==> src/logic/core_params.svh <==
/*
 * Core widths, register file size and reset PC
 */
`ifndef CORE_PARAMS_SVH
`define CORE_PARAMS_SVH

// Data and address width
`define CORE_XLEN        32

// Register index width
`define CORE_REG_ADDR_W  5

// General registers, x0 included
`define CORE_NREGS       32

// First fetch address after reset
`define CORE_PC_RESET    32'h0000_1000

`endif

==> src/logic/core_isa_pkg.sv <==
/*
 * RV32I major opcodes used by the core
 * One-hot ALU operation and control-flow codes
 */
`default_nettype none

package core_isa_pkg;

    // Major opcodes
    // --------------------
    typedef logic [6:0] opcode_t;

    localparam opcode_t OPC_OP     = 7'b0110011;     // Register-register ALU
    localparam opcode_t OPC_OP_IMM = 7'b0010011;     // Register-immediate ALU
    localparam opcode_t OPC_LUI    = 7'b0110111;
    localparam opcode_t OPC_JAL    = 7'b1101111;
    localparam opcode_t OPC_BRANCH = 7'b1100011;

    // ALU operation, one bit per op
    // --------------------
    typedef logic [9:0] alu_op_t;

    localparam int unsigned ALU_ADD  = 0;
    localparam int unsigned ALU_SUB  = 1;
    localparam int unsigned ALU_AND  = 2;
    localparam int unsigned ALU_OR   = 3;
    localparam int unsigned ALU_XOR  = 4;
    localparam int unsigned ALU_SLL  = 5;
    localparam int unsigned ALU_SRL  = 6;
    localparam int unsigned ALU_SRA  = 7;
    localparam int unsigned ALU_SLT  = 8;
    localparam int unsigned ALU_SLTU = 9;

    // Control-flow operation
    // --------------------
    typedef logic [1:0] cfu_op_t;

    localparam cfu_op_t CFU_NONE = 2'd0;             // Falls through
    localparam cfu_op_t CFU_JAL  = 2'd1;             // Always taken, writes link
    localparam cfu_op_t CFU_BEQ  = 2'd2;
    localparam cfu_op_t CFU_BNE  = 2'd3;

endpackage

`default_nettype wire

==> src/logic/core_types_pkg.sv <==
/*
 * Data path vector types
 * Fetch FSM state encoding
 */
`default_nettype none

`include "core_params.svh"

package core_types_pkg;

    // Data path words
    // --------------------
    typedef logic [`CORE_XLEN-1:0]       xlen_t;     // Data or address word
    typedef logic [`CORE_REG_ADDR_W-1:0] reg_addr_t; // x0 .. x31
    typedef logic [31:0]                 instr_t;    // No compressed forms

    // Fetch FSM
    // --------------------
    typedef enum logic [1:0] {
        FETCH_RUN  = 2'd0,                           // Normal sequential fetch
        FETCH_DROP = 2'd1                            // Stale response outstanding
    } fetch_state_e;

endpackage

`default_nettype wire

==> src/logic/core_decode.sv <==
/*
 * Decode stage: field extraction, ALU and control-flow decode
 * Operand select with forwarding from execute, stage-2 register
 */
`timescale 1ns/1ps
`default_nettype none

module core_decode
    import core_types_pkg::*, core_isa_pkg::*;
(
    input  wire             g_clk,
    input  wire             i_rst_n,
    input  wire             i_s1_valid,
    input  wire xlen_t      i_s1_pc,
    input  wire instr_t     i_s1_instr,
    output reg_addr_t       o_rs1_addr,  // To register file
    output reg_addr_t       o_rs2_addr,
    input  wire xlen_t      i_rs1_data,  // Includes writeback bypass
    input  wire xlen_t      i_rs2_data,
    input  wire             i_ex_valid,  // Instruction now in execute
    input  wire reg_addr_t  i_ex_rd,     // Zero when it writes nothing
    input  wire xlen_t      i_ex_result,
    output logic            o_s2_valid,
    output xlen_t           o_s2_pc,
    output reg_addr_t       o_s2_rd,
    output xlen_t           o_s2_lhs,
    output xlen_t           o_s2_rhs,
    output xlen_t           o_s2_imm,
    output alu_op_t         o_s2_alu_op,
    output cfu_op_t         o_s2_cfu_op,
    output instr_t          o_s2_instr
);

opcode_t    opcode;
logic [2:0] funct3;
logic       alt;                         // instr[30], SUB and SRA select
logic       is_op;
logic       is_alu;                      // OP or OP_IMM
xlen_t      imm_i;
xlen_t      imm_u;
xlen_t      imm_j;
xlen_t      imm_b;
xlen_t      imm;
alu_op_t    alu_op;
cfu_op_t    cfu_op;
logic       fwd_rs1;
logic       fwd_rs2;
xlen_t      rs1_val;
xlen_t      rs2_val;

assign opcode     = i_s1_instr[6:0];
assign funct3     = i_s1_instr[14:12];
assign alt        = i_s1_instr[30];
assign is_op      = (opcode == OPC_OP);
assign is_alu     = is_op || (opcode == OPC_OP_IMM);
assign o_rs1_addr = i_s1_instr[19:15];
assign o_rs2_addr = i_s1_instr[24:20];

// Immediates
// --------------------
assign imm_i = {{20{i_s1_instr[31]}}, i_s1_instr[31:20]};
assign imm_u = {i_s1_instr[31:12], 12'b0};
assign imm_j = {{12{i_s1_instr[31]}}, i_s1_instr[19:12], i_s1_instr[20],
                i_s1_instr[30:21], 1'b0};
assign imm_b = {{20{i_s1_instr[31]}}, i_s1_instr[7], i_s1_instr[30:25],
                i_s1_instr[11:8], 1'b0};

always_comb begin
    case (opcode)
        OPC_LUI:    imm = imm_u;
        OPC_JAL:    imm = imm_j;
        OPC_BRANCH: imm = imm_b;
        default:    imm = imm_i;         // OP_IMM, unused elsewhere
    endcase
end

// Operation decode
// --------------------
always_comb begin
    alu_op = '0;                         // Unknown opcodes write nothing
    if (is_alu) begin
        case (funct3)
            3'b000: alu_op[(alt && is_op) ? ALU_SUB : ALU_ADD] = 1'b1; // No SUBI
            3'b001: alu_op[ALU_SLL]  = 1'b1;
            3'b010: alu_op[ALU_SLT]  = 1'b1;
            3'b011: alu_op[ALU_SLTU] = 1'b1;
            3'b100: alu_op[ALU_XOR]  = 1'b1;
            3'b101: alu_op[alt ? ALU_SRA : ALU_SRL] = 1'b1;
            3'b110: alu_op[ALU_OR]   = 1'b1;
            3'b111: alu_op[ALU_AND]  = 1'b1;
        endcase
    end
    if (opcode == OPC_LUI) begin
        alu_op[ALU_ADD] = 1'b1;          // Zero plus upper immediate
    end
end

assign cfu_op = (opcode == OPC_JAL)                          ? CFU_JAL :
                (opcode == OPC_BRANCH && funct3 == 3'b000)   ? CFU_BEQ :
                (opcode == OPC_BRANCH && funct3 == 3'b001)   ? CFU_BNE : CFU_NONE;

// Forwarding from execute, writeback already bypassed in the register file
assign fwd_rs1 = i_ex_valid && (i_ex_rd != '0) && (i_ex_rd == o_rs1_addr);
assign fwd_rs2 = i_ex_valid && (i_ex_rd != '0) && (i_ex_rd == o_rs2_addr);
assign rs1_val = fwd_rs1 ? i_ex_result : i_rs1_data;
assign rs2_val = fwd_rs2 ? i_ex_result : i_rs2_data;

// Stage-2 register
// --------------------
always_ff @(posedge g_clk) begin
    if (!i_rst_n) begin
        o_s2_valid <= 1'b0;
    end else begin
        o_s2_valid <= i_s1_valid;
    end
end

always_ff @(posedge g_clk) begin
    o_s2_pc     <= i_s1_pc;
    o_s2_rd     <= i_s1_instr[11:7];
    o_s2_lhs    <= (opcode == OPC_LUI) ? '0 : rs1_val;
    o_s2_rhs    <= (is_op || opcode == OPC_BRANCH) ? rs2_val : imm; // Branches compare regs
    o_s2_imm    <= imm;
    o_s2_alu_op <= alu_op;
    o_s2_cfu_op <= cfu_op;
    o_s2_instr  <= i_s1_instr;
end

endmodule

`default_nettype wire

==> src/logic/core_exec.sv <==
/*
 * Execute stage: ALU, BEQ/BNE/JAL resolution and redirect
 * Stage-3 register
 */
`timescale 1ns/1ps
`default_nettype none

module core_exec
    import core_types_pkg::*, core_isa_pkg::*;
(
    input  wire             g_clk,
    input  wire             i_rst_n,
    input  wire             i_s2_valid,
    input  wire xlen_t      i_s2_pc,
    input  wire reg_addr_t  i_s2_rd,
    input  wire xlen_t      i_s2_lhs,
    input  wire xlen_t      i_s2_rhs,
    input  wire xlen_t      i_s2_imm,
    input  wire alu_op_t    i_s2_alu_op,
    input  wire cfu_op_t    i_s2_cfu_op,
    input  wire instr_t     i_s2_instr,
    output logic            o_ex_valid,  // Forwarding source for decode
    output reg_addr_t       o_ex_rd,
    output xlen_t           o_ex_result,
    output logic            o_cf_valid,  // Taken branch or JAL
    output xlen_t           o_cf_target,
    output logic            o_s3_valid,
    output xlen_t           o_s3_pc,
    output instr_t          o_s3_instr,
    output reg_addr_t       o_s3_rd,
    output xlen_t           o_s3_wdata
);

logic [4:0] shamt;
xlen_t      alu_res;
logic       eq;
logic       taken;
logic       writes;                      // ALU op or JAL link

assign shamt = i_s2_rhs[4:0];

// ALU
// --------------------
always_comb begin
    case (1'b1)
        i_s2_alu_op[ALU_ADD]:  alu_res = i_s2_lhs + i_s2_rhs;
        i_s2_alu_op[ALU_SUB]:  alu_res = i_s2_lhs - i_s2_rhs;
        i_s2_alu_op[ALU_AND]:  alu_res = i_s2_lhs & i_s2_rhs;
        i_s2_alu_op[ALU_OR]:   alu_res = i_s2_lhs | i_s2_rhs;
        i_s2_alu_op[ALU_XOR]:  alu_res = i_s2_lhs ^ i_s2_rhs;
        i_s2_alu_op[ALU_SLL]:  alu_res = i_s2_lhs << shamt;
        i_s2_alu_op[ALU_SRL]:  alu_res = i_s2_lhs >> shamt;
        i_s2_alu_op[ALU_SRA]:  alu_res = xlen_t'($signed(i_s2_lhs) >>> shamt);
        i_s2_alu_op[ALU_SLT]:  alu_res = xlen_t'($signed(i_s2_lhs) < $signed(i_s2_rhs));
        i_s2_alu_op[ALU_SLTU]: alu_res = xlen_t'(i_s2_lhs < i_s2_rhs);
        default:               alu_res = '0;
    endcase
end

// Branch resolution
// --------------------
assign eq = (i_s2_lhs == i_s2_rhs);

always_comb begin
    case (i_s2_cfu_op)
        CFU_JAL: taken = 1'b1;
        CFU_BEQ: taken = eq;
        CFU_BNE: taken = !eq;
        default: taken = 1'b0;
    endcase
end

assign o_cf_valid  = i_s2_valid && taken;  // Next s2 is a bubble, so one cycle
assign o_cf_target = i_s2_pc + i_s2_imm;

// Branches and unsupported opcodes retire with rd zero
assign writes      = (i_s2_alu_op != '0) || (i_s2_cfu_op == CFU_JAL);
assign o_ex_valid  = i_s2_valid;
assign o_ex_rd     = writes ? i_s2_rd : '0;
assign o_ex_result = (i_s2_cfu_op == CFU_JAL) ? i_s2_pc + xlen_t'(4) : alu_res;

// Stage-3 register
// --------------------
always_ff @(posedge g_clk) begin
    if (!i_rst_n) begin
        o_s3_valid <= 1'b0;
    end else begin
        o_s3_valid <= i_s2_valid;
    end
end

always_ff @(posedge g_clk) begin
    o_s3_pc    <= i_s2_pc;
    o_s3_instr <= i_s2_instr;
    o_s3_rd    <= o_ex_rd;
    o_s3_wdata <= o_ex_result;
end

endmodule

`default_nettype wire

==> src/logic/core_fetch.sv <==
/*
 * Fetch stage: PC register and instruction bus requests
 * Redirects from execute, stale response drop
 */
`timescale 1ns/1ps
`default_nettype none

`include "core_params.svh"

module core_fetch
    import core_types_pkg::*;
(
    input  wire          g_clk,
    input  wire          i_rst_n,        // Sync, active low
    input  wire          i_cf_valid,     // Redirect pulse from execute
    input  wire xlen_t   i_cf_target,    // Redirect destination
    output logic         o_imem_req,     // Held until granted
    output xlen_t        o_imem_addr,    // Stable while request pending
    input  wire          i_imem_gnt,     // Grant with data, same cycle
    input  wire instr_t  i_imem_rdata,
    output logic         o_s1_valid,     // Instruction handed to decode
    output xlen_t        o_s1_pc,
    output instr_t       o_s1_instr
);

fetch_state_e state_q;
fetch_state_e state_d;
xlen_t        pc_q;                      // Address of the pending request
xlen_t        pc_d;
xlen_t        drop_tgt_q;                // Target waiting behind a stale fetch
logic         req_q;
logic         fire;                      // Request granted this cycle

assign fire        = req_q && i_imem_gnt;
assign o_imem_req  = req_q;
assign o_imem_addr = pc_q;

// Wrong-path word in the redirect cycle and stale words are never passed on
assign o_s1_valid  = fire && (state_q == FETCH_RUN) && !i_cf_valid;
assign o_s1_pc     = pc_q;
assign o_s1_instr  = i_imem_rdata;

// Next PC and state
// --------------------
always_comb begin
    state_d = state_q;
    pc_d    = pc_q;
    case (state_q)
        FETCH_RUN: begin
            if (i_cf_valid && !fire) begin
                state_d = FETCH_DROP;    // Bus rule keeps the old address up
            end else if (i_cf_valid) begin
                pc_d = i_cf_target;      // Granted now, target next cycle
            end else if (fire) begin
                pc_d = pc_q + xlen_t'(4);
            end
        end
        FETCH_DROP: begin
            if (fire) begin
                state_d = FETCH_RUN;     // Stale word gone
                pc_d    = drop_tgt_q;
            end
        end
        default: state_d = FETCH_RUN;
    endcase
end

always_ff @(posedge g_clk) begin
    if (!i_rst_n) begin
        req_q   <= 1'b0;
        state_q <= FETCH_RUN;
        pc_q    <= `CORE_PC_RESET;
    end else begin
        req_q   <= 1'b1;                 // Always fetching once out of reset
        state_q <= state_d;
        pc_q    <= pc_d;
    end
end

// Only read in FETCH_DROP, which is entered on the same pulse
always_ff @(posedge g_clk) begin
    if (i_cf_valid) begin
        drop_tgt_q <= i_cf_target;
    end
end

endmodule

`default_nettype wire

==> src/logic/core_top.sv <==
/*
 * Three-stage RV32I core, top level
 * Fetch/decode, execute and writeback wiring
 */
`timescale 1ns/1ps
`default_nettype none

`include "core_params.svh"

module core_top
    import core_types_pkg::*, core_isa_pkg::*;
(
    input  wire                          g_clk,
    input  wire                          i_rst_n,      // Sync, active low
    output logic                         o_imem_req,
    output logic [`CORE_XLEN-1:0]        o_imem_addr,
    input  wire                          i_imem_gnt,
    input  wire instr_t                  i_imem_rdata,
    output logic                         o_trs_valid,  // Retirement trace
    output logic [`CORE_XLEN-1:0]        o_trs_pc,
    output instr_t                       o_trs_instr,
    output logic [`CORE_REG_ADDR_W-1:0]  o_trs_rd,
    output logic [`CORE_XLEN-1:0]        o_trs_wdata
);

// Pipeline wiring
// --------------------
logic      cf_valid;                     // Redirect pulse
xlen_t     cf_target;

logic      s1_valid;
xlen_t     s1_pc;
instr_t    s1_instr;

reg_addr_t rs1_addr;
reg_addr_t rs2_addr;
xlen_t     rs1_data;
xlen_t     rs2_data;

logic      ex_valid;                     // Execute forwarding path
reg_addr_t ex_rd;
xlen_t     ex_result;

logic      s2_valid;
xlen_t     s2_pc;
reg_addr_t s2_rd;
xlen_t     s2_lhs;
xlen_t     s2_rhs;
xlen_t     s2_imm;
alu_op_t   s2_alu_op;
cfu_op_t   s2_cfu_op;
instr_t    s2_instr;

logic      s3_valid;
xlen_t     s3_pc;
instr_t    s3_instr;
reg_addr_t s3_rd;
xlen_t     s3_wdata;

core_fetch u_core_fetch (
    .g_clk        (g_clk),
    .i_rst_n      (i_rst_n),
    .i_cf_valid   (cf_valid),
    .i_cf_target  (cf_target),
    .o_imem_req   (o_imem_req),
    .o_imem_addr  (o_imem_addr),
    .i_imem_gnt   (i_imem_gnt),
    .i_imem_rdata (i_imem_rdata),
    .o_s1_valid   (s1_valid),
    .o_s1_pc      (s1_pc),
    .o_s1_instr   (s1_instr)
);

core_decode u_core_decode (
    .g_clk        (g_clk),
    .i_rst_n      (i_rst_n),
    .i_s1_valid   (s1_valid),
    .i_s1_pc      (s1_pc),
    .i_s1_instr   (s1_instr),
    .o_rs1_addr   (rs1_addr),
    .o_rs2_addr   (rs2_addr),
    .i_rs1_data   (rs1_data),
    .i_rs2_data   (rs2_data),
    .i_ex_valid   (ex_valid),
    .i_ex_rd      (ex_rd),
    .i_ex_result  (ex_result),
    .o_s2_valid   (s2_valid),
    .o_s2_pc      (s2_pc),
    .o_s2_rd      (s2_rd),
    .o_s2_lhs     (s2_lhs),
    .o_s2_rhs     (s2_rhs),
    .o_s2_imm     (s2_imm),
    .o_s2_alu_op  (s2_alu_op),
    .o_s2_cfu_op  (s2_cfu_op),
    .o_s2_instr   (s2_instr)
);

core_exec u_core_exec (
    .g_clk        (g_clk),
    .i_rst_n      (i_rst_n),
    .i_s2_valid   (s2_valid),
    .i_s2_pc      (s2_pc),
    .i_s2_rd      (s2_rd),
    .i_s2_lhs     (s2_lhs),
    .i_s2_rhs     (s2_rhs),
    .i_s2_imm     (s2_imm),
    .i_s2_alu_op  (s2_alu_op),
    .i_s2_cfu_op  (s2_cfu_op),
    .i_s2_instr   (s2_instr),
    .o_ex_valid   (ex_valid),
    .o_ex_rd      (ex_rd),
    .o_ex_result  (ex_result),
    .o_cf_valid   (cf_valid),
    .o_cf_target  (cf_target),
    .o_s3_valid   (s3_valid),
    .o_s3_pc      (s3_pc),
    .o_s3_instr   (s3_instr),
    .o_s3_rd      (s3_rd),
    .o_s3_wdata   (s3_wdata)
);

core_writeback u_core_writeback (
    .g_clk        (g_clk),
    .i_rst_n      (i_rst_n),
    .i_rs1_addr   (rs1_addr),
    .i_rs2_addr   (rs2_addr),
    .o_rs1_data   (rs1_data),
    .o_rs2_data   (rs2_data),
    .i_s3_valid   (s3_valid),
    .i_s3_pc      (s3_pc),
    .i_s3_instr   (s3_instr),
    .i_s3_rd      (s3_rd),
    .i_s3_wdata   (s3_wdata),
    .o_trs_valid  (o_trs_valid),
    .o_trs_pc     (o_trs_pc),
    .o_trs_instr  (o_trs_instr),
    .o_trs_rd     (o_trs_rd),
    .o_trs_wdata  (o_trs_wdata)
);

endmodule

`default_nettype wire

==> src/logic/core_writeback.sv <==
/*
 * Writeback stage: register file, two reads and one write
 * Write-through bypass on reads, retirement trace
 */
`timescale 1ns/1ps
`default_nettype none

module core_writeback
    import core_types_pkg::*;
(
    input  wire             g_clk,
    input  wire             i_rst_n,
    input  wire reg_addr_t  i_rs1_addr,
    input  wire reg_addr_t  i_rs2_addr,
    output xlen_t           o_rs1_data,
    output xlen_t           o_rs2_data,
    input  wire             i_s3_valid,
    input  wire xlen_t      i_s3_pc,
    input  wire instr_t     i_s3_instr,
    input  wire reg_addr_t  i_s3_rd,     // Zero for no write
    input  wire xlen_t      i_s3_wdata,
    output logic            o_trs_valid, // One pulse per retirement
    output xlen_t           o_trs_pc,
    output instr_t          o_trs_instr,
    output reg_addr_t       o_trs_rd,
    output xlen_t           o_trs_wdata
);

// x1 .. x31, x0 has no storage
xlen_t regs_q [1:(1 << $bits(reg_addr_t)) - 1];
logic  wr_en;

assign wr_en = i_s3_valid && (i_s3_rd != '0);

// Register file
// --------------------
always_ff @(posedge g_clk) begin
    if (i_rst_n && wr_en) begin
        regs_q[i_s3_rd] <= i_s3_wdata;   // Nothing lands while in reset
    end
end

// Same-cycle write is returned so decode sees the value being retired
function automatic xlen_t read_port(input reg_addr_t addr);
    if (addr == '0) begin
        return '0;
    end
    if (wr_en && (addr == i_s3_rd)) begin
        return i_s3_wdata;
    end
    return regs_q[addr];
endfunction

always_comb begin
    o_rs1_data = read_port(i_rs1_addr);
    o_rs2_data = read_port(i_rs2_addr);
end

// Trace
// --------------------
assign o_trs_valid = i_s3_valid;
assign o_trs_pc    = i_s3_pc;
assign o_trs_instr = i_s3_instr;
assign o_trs_rd    = i_s3_rd;
assign o_trs_wdata = (i_s3_rd == '0) ? '0 : i_s3_wdata; // x0 writes show zero

endmodule

`default_nettype wire

==> config.mk <==
export PLATFORM = sky130hd
export DESIGN_NAME = core_top
export DESIGN_NICKNAME = d
export VERILOG_FILES = /design/src/logic/core_isa_pkg.sv /design/src/logic/core_types_pkg.sv /design/src/logic/core_decode.sv /design/src/logic/core_exec.sv /design/src/logic/core_fetch.sv /design/src/logic/core_top.sv /design/src/logic/core_writeback.sv
export VERILOG_INCLUDE_DIRS = /design/src /design/src/logic
export SDC_FILE = /design/constraint.sdc
export NUM_CORES = 2
export LEC_CHECK = 0
export BUFFER_PORTS_ARGS = -buffer_cell sky130_fd_sc_hd__buf_2
export CORE_ASPECT_RATIO = 0.8
export CORE_MARGIN = 5
export CORE_UTILIZATION = 33
export DETAILED_ROUTE_END_ITERATION = 6
export HOLD_SLACK_MARGIN = 0.15
export PLACE_DENSITY = 0.49
export SLEW_MARGIN = 40
export SYNTH_ARGS = -nofsm -noshare
export SYNTH_HDL_FRONTEND = slang
export SYNTH_SLANG_ARGS = --single-unit
==> constraint.sdc <==
create_clock -name g_clk -period 12.8 [get_ports g_clk]
set_clock_uncertainty 0.05 [all_clocks]
set_input_delay 0.64 -clock g_clk [delete_from_list [all_inputs] [get_ports g_clk]]
set_output_delay 0.64 -clock g_clk [all_outputs]
set_load 0.02 [all_outputs]
Word level (Yosys, flattened, before mapping)
Memories as Yosys holds them, arrays and structs flattened. Index checks and enable logic that the tools add are counted. W data, S select, Z words.

Bits in registers: 347. Memory bits (writable): 992. Input port bits: 35. Output and inout bits: 135. Logic and storage cells: 156. Memories kept: 1.

Memories: u_core_writeback.regs_q (words 31, width 32, read ports 2, clocked after memory_dff 0, write ports 1, line core_writeback.sv:30) `xlen_t regs_q [1:(1 << $bits(reg_addr_t)) - 1];`.

Add/subtract/negate cells: 5. $lt $le $gt $ge: 6. Equal/unequal tests: 25. Shift operators: 3. Multiplexer cells: 60. Bitwise gates (word level): 3. Reductions and logical operators: 34.

Operators by type and width (number): $mux W32 (26); $pmux W31 S3 (1); $add A32 B3 Y32 const B (2); $add A32 B32 Y32 (2); $ge A32 B1 Y1 const B (2); $lt A32 B32 Y1 (2); $lt A32 B5 Y1 const B (2); $pmux W32 S2 (1); $and A32 B32 Y32 (1); $eq A32 B32 Y1 (1); $or A32 B32 Y32 (1); $shl A32 B5 Y32 (1); $shr A32 B5 Y32 (1); $sshr A32 B5 Y32 (1); $sub A32 B32 Y32 (1); $xor A32 B32 Y32 (1); $pmux W1 S3 (7); $eq A5 B5 Y1 (4); $logic_and A1 B1 Y1 (17); $logic_not A5 Y1 (3); $mux W1 (15); $eq A7 B6 Y1 const B (2); $eq A7 B7 Y1 const B (2); $eq A3 B3 Y1 const B (4); 21 further kinds (36).

Depth between registers and ports, before layout
Depth in word-level cells: 14. Mapped depth: 17. Gate-level depth less buffers: 13.

Modules after synthesis
From an unflattened synthesis, not the netlist that was laid out.

Cell total of the unflattened synthesis: 5690. Area total of the unflattened synthesis: 71297.1 um^2.

By module, submodules not included: core_writeback (times used 1, cells each 2927, area each 47951.0 um^2, sequential area each 29788.6 um^2); core_exec (times used 1, cells each 1862, area each 14202.4 um^2, sequential area each 2042.0 um^2); core_decode (times used 1, cells each 507, area each 5476.5 um^2, sequential area each 3443.3 um^2); core_fetch (times used 1, cells each 394, area each 3667.3 um^2, sequential area each 1641.6 um^2).

Worst setup path after synthesis
Ideal clock, no wire load.

Kind: register -> register. From: reg u_core_decode.o_s2_rhs[4]. To: reg u_core_fetch.pc_q[8] (netlist: u_core_fetch.o_imem_addr[8]). Library setup time: 59 ps. Data arrival time: 4301 ps. Slack: 8391 ps. Stages on the path, launching flop included: 17. Buffers on the path: 6. Path through: dfxtp_1 clkbuf_1 inv_1 buf_6 clkbuf_1 clkbuf_1 ha_1 clkbuf_1 nor4_1 nand4_1 nor4_1 o21ai_1 inv_2 clkbuf_1 nor2_1 o311ai_0 o211a_1.

Cells in the longest elaborated chain, start to end: 7. Elaborated cells on any way between the ends: 11. Classes of those cells: eq/ne: 3; mux: 4; reduce/logical: 4.

RTL lines: start, declared (line core_decode.sv:27) `output xlen_t o_s2_rhs,`; start signal, assigned (line core_decode.sv:122) `o_s2_rhs <= (is_op || opcode == OPC_BRANCH) ? rs2_val : imm;`; $eq A32 B32 Y1 (*) (line core_exec.sv:62) `assign eq = (i_s2_lhs == i_s2_rhs);`; $logic_not A1 Y1 (line core_exec.sv:68) `CFU_BNE: taken = !eq;`; $pmux W1 S3 (*) (line core_exec.sv:65) `case (i_s2_cfu_op)`; $logic_and A1 B1 Y1 (*) (line core_exec.sv:73) `assign o_cf_valid = i_s2_valid && taken;`; via cf_valid (line core_top.sv:28) `logic cf_valid;`; $mux W32 or $logic_and A1 B1 Y1 (tied branches) (line core_fetch.sv:52, core_fetch.sv:50); $mux W32 or $ne A2 B2 Y1 (tied branches); $pmux W32 S2 or $reduce_and A4 Y1 (tied branches); end signal, assigned (line core_fetch.sv:72) `` pc_q <= `CORE_PC_RESET; ``; end signal, assigned (line core_fetch.sv:76) `pc_q <= pc_d;`; end, declared (line core_fetch.sv:28) `xlen_t pc_q;`.

Mark *: on every way through the listed nets, which the timed path passes. The rest lies on a longest branch. The select of a mux whose other input is x is not followed. A chain may end at the register's enable or synchronous reset.

Worst setup path after layout
From: reg u_core_decode.o_s2_rhs[2]. To: reg u_core_decode.o_s2_rhs[18].

Cells in the longest elaborated chain, start to end: 12. Elaborated cells on any way between the ends: 16. Classes of those cells: add/sub: 2; shift: 3; mux: 11.

RTL lines: $sshr A32 B5 Y32 (line core_exec.sv:53) `i_s2_alu_op[ALU_SRA]: alu_res = xlen_t'($signed(i_s2_lhs) >>> shamt);`; $mux W32 (7 in a row) (line core_exec.sv:45) `case (1'b1)`; $mux W32 (*) (line core_exec.sv:45); $mux W32 (*) (line core_exec.sv:80) `assign o_ex_result = (i_s2_cfu_op == CFU_JAL) ? i_s2_pc + xlen_t'(4) : alu_res;`; $mux W32 (*) (line core_decode.sv:106) `assign rs2_val = fwd_rs2 ? i_ex_result : i_rs2_data;`; $mux W32 (*) (line core_decode.sv:122).

Mark *: on every way between the ends. The rest lies on a longest branch, timed or not.

==> flow_summary.json <==
{
  "power.internal_mw": 7.58,
  "syn_area_mm2": 0.0694,
  "synth-main-ff-cell": "edfxtp_1",
  "post_cts_buffers": 0,
  "final_util_pct": 37.8,
  "ys_warn_count": 0,
  "rsz0062_at_grt": "false",
  "final_common_cell": "edfxtp_1",
  "p_leak_nw": 27.5,
  "dr.pass1.iters": 7,
  "ctsResizeCount": 0,
  "area_growth_pct": 13.9,
  "cp_max_fo": 44,
  "p_per_area_mw_per_mm2": 132,
  "ys_seq_area_share_pct": 53.2,
  "ios": 170,
  "hold_violations": 0,
  "synth-async-reset-ratio_pct": 0,
  "via_per_inst": 6.09,
  "combPwrFrac_pct": 13.5,
  "cts.sinks": 1332,
  "synth_area_per_cell_um2": 13.5,
  "maxSlewHeadroom_pct": 31.6,
  "vias": 50050,
  "grt_max_degree": 90,
  "finalNetCount": 5446,
  "final_layout_size_suffix_gt1_share_pct": 22.7,
  "rows": 150,
  "hold_class": "in2reg",
  "worst_slew_pin_slew_ns": 1.02,
  "fin_crit_sh_pct": 42.8,
  "cp.required_ns": 13.40,
  "critical_path_arrival_ns": 6.08,
  "worst-setup-path-type": "reg2reg",
  "reg2reg_slack_ns": 7.32,
  "maxCapViolations": 0,
  "start_util_pct": 33.2,
  "synth_cell_type_count": 89,
  "ys_ff_latch": 1332,
  "cp-end-kind": "flip-flop",
  "finalSetupViolCount": 0,
  "max_freq_mhz": 182,
  "die_w_um": 523,
  "grt_pass1_vias": 47847,
  "first_iter_violations": 6241,
  "numCtsBuffers": 145,
  "synth_cells": 5151,
  "power_frac_seq_pct": 45.7,
  "root_buffer": "clkbuf_16",
  "swShare_pct": 27.1,
  "peakVddDrop_mv": 0.150,
  "synth_edf_count": 1024,
  "wire_per_inst_um": 33.6,
  "cts_tree": "done",
  "grt-ovfl-total": 0,
  "drv_slew": 0,
  "fp.coreArea_mm2": 0.209,
  "antenna_found_initial": 21,
  "portBuffers": 169,
  "die_area_mm2": 0.220,
  "fin_crit_ns": 5.48,
  "p_sw_mw": 2.82,
  "routed_wl_um": 276000,
  "die_h_um": 420,
  "tns_ns": 0,
  "clkTransAtPathRegs_ns": 0.07,
  "drt_drc_violations_left": 1,
  "clockPowerShare_pct": 40.8,
  "fillers": 19818,
  "violations": "design-rule violations",
  "status": "finished, violations left",
  "fin_area_mm2": 0.0791,
  "htreeDepth": 4,
  "grt_pass1_wl_um": 383000,
  "drtAntennaViolNets": 0,
  "routabilityCongestion": 0.988,
  "hpwl_um": 179000,
  "start_kind": "flip-flop",
  "clockBufferDepth": 3,
  "synth_fp_nets": 5319,
  "final_cell_mix": "edfxtp_1, mux4_2, a21oi_1, nor2_1, dfxtp_1",
  "grt_usage_pct": 24.5,
  "postPlaceCellArea_mm2": 0.0740,
  "clkLatencyLatePin_ns": 0.81
}
-- registers in the layout, indices dropped and copies added, names as in the netlist --
register                   count
u_core_exec.o_s3_rd            5
u_core_exec.o_s3_instr        32
u_core_fetch.drop_tgt_q       32
u_core_exec.o_s3_valid         1
u_core_decode.o_s2_valid       1
u_core_decode.o_s2_cfu_op      2
u_core_fetch.state_q           1
u_core_fetch.o_imem_req        1
u_core_decode.o_s2_lhs        32
u_core_exec.o_s3_pc           32
u_core_decode.o_s2_pc         32
u_core_decode.o_s2_rd          4
u_core_fetch.o_imem_addr      32
u_core_decode.o_s2_imm        32
u_core_decode.o_s2_rhs        32
u_core_decode.o_s2_instr      27
u_core_exec.o_s3_wdata        32
u_core_writeback.regs_q      992
u_core_decode.o_s2_alu_op     10
-- cells in the mapped netlist (20+ instances only) --
| master | number | area share [%] |
|---|---|---|
| nor2_1 | 364 | 2.0 |
| dfxtp_1 | 308 | 8.9 |
| xor2_1 | 46 | 0.58 |
| and2_1 | 62 | 0.56 |
| ha_1 | 130 | 2.3 |
| nand4_1 | 25 | 0.23 |
| a31oi_1 | 27 | 0.24 |
| mux2i_1 | 265 | 3.8 |
| o31ai_1 | 26 | 0.28 |
| mux4_2 | 523 | 17 |
| nand2_1 | 232 | 1.3 |
| mux2_2 | 55 | 0.89 |
| nand3_1 | 62 | 0.45 |
| buf_2 | 62 | 0.45 |
| o21ai_0 | 216 | 1.6 |
| edfxtp_1 | 1024 | 44 |
| a21oi_1 | 360 | 2.6 |
| nand2b_1 | 37 | 0.33 |
| o22ai_1 | 78 | 0.70 |
| inv_1 | 131 | 0.71 |
| xnor2_1 | 82 | 1.0 |
| o221ai_1 | 54 | 0.68 |
| o211ai_1 | 37 | 0.40 |
| nor2b_1 | 27 | 0.24 |
| nor4_1 | 20 | 0.18 |
| a211oi_1 | 77 | 0.83 |
| or3_1 | 27 | 0.24 |
| or2_2 | 21 | 0.19 |
| clkbuf_1 | 233 | 1.3 |
| buf_1 | 64 | 0.35 |
| and3_1 | 24 | 0.22 |
| nor3_1 | 84 | 0.61 |
| a21o_1 | 54 | 0.58 |
-- repair_timing --
item	4_1_cts	5_1_grt
hold endpoints to repair	40	0
hold buffers	27	0
setup endpoints to repair	0	0
-- cells by family after synthesis --
| group | after synthesis | synth area share [%] |
|---|---|---|
| buf+inv | 512 | 3.00 |
| simple gates | 1027 | 6.97 |
| fa+ha+maj | 133 | 2.43 |
| flops | 1332 | 53.2 |
| xor+xnor | 128 | 1.62 |
| mux | 847 | 21.8 |
| compound gates | 1172 | 11.0 |
-- metrics by stage --
stage                     setup slack (ns)  hold WS, ns  instances  power, mW
after floorplan                       8.39        0.260       5151       5.71
after global placement                7.20        0.261       7908       6.21
after detailed placement              7.67        0.262       7914       6.21
after CTS                             7.66        0.170       8205       10.5
after global routing                  7.38        0.177       8207       10.8
final                                 7.32        0.201       8213       10.4
-- metal layers --
metal | part of all wire, % | global-route usage, % | wire, µm | vias up
met4 | 3.0 | 6.87 | 8240 | 4
met2 | 44 | 36.9 | 121000 | 2612
met1 | 45 | 36.1 | 123000 | 26335
met3 | 8.4 | 4.55 | 23100 | 384
li1 | - | - | - | 20715
met5 | 0.0091 | 0 | 25 | -
-- worst max-delay path, cell delays in order (launching register included) --
cell and delay (ns):
dfxtp_2 0.31, buf_4 0.19, clkinv_1 0.06, buf_4 0.51, ha_1 0.44, nor2_1 0.22
o221ai_1 0.20, a211oi_1 0.80, o21ai_0 0.25, o31ai_1 0.72, a21boi_0 0.32, mux2_2 0.34
a211oi_1 0.64, o221ai_1 0.22
-- area by class of cell --
| class | instances | area (µm²) | share of cell area, % |
|---|---|---|---|
| Multi-Input combinational cell | 3307 | 30800 | 38.9 |
| Tap cell | 2812 | 3520 | 4.45 |
| Antenna cell | 6 | 15.0 | 0.0190 |
| Sequential cell | 1332 | 36900 | 46.7 |
| Timing Repair Buffer | 354 | 2570 | 3.25 |
| Clock inverter | 72 | 739 | 0.935 |
| Inverter | 138 | 519 | 0.657 |
| Clock buffer | 192 | 4000 | 5.06 |
-- power groups by stage --
stage               clock (mW)  combinational [mW]  sequential, mW
global placement             0                1.36            4.85
CTS                       4.33                1.37            4.76
global route              4.51                1.48            4.76
floorplan                    0               0.884            4.83
detailed placement           0                1.36            4.85
finish                    4.25                1.40            4.76
-- worst paths after layout --
path | startpoint | end | cells past startpoint
worst min register to register | u_core_decode.o_s2_instr[16] | u_core_exec.o_s3_instr[16] | 0
worst min-delay path | i_imem_rdata[18] | u_core_decode.o_s2_instr[18] | 1
worst max-delay path | u_core_decode.o_s2_rhs[2] | u_core_decode.o_s2_rhs[18] | 13
worst max register to register | u_core_decode.o_s2_rhs[2] | u_core_decode.o_s2_rhs[18] | 13
Note: power is estimated with default switching activity, not from simulation.
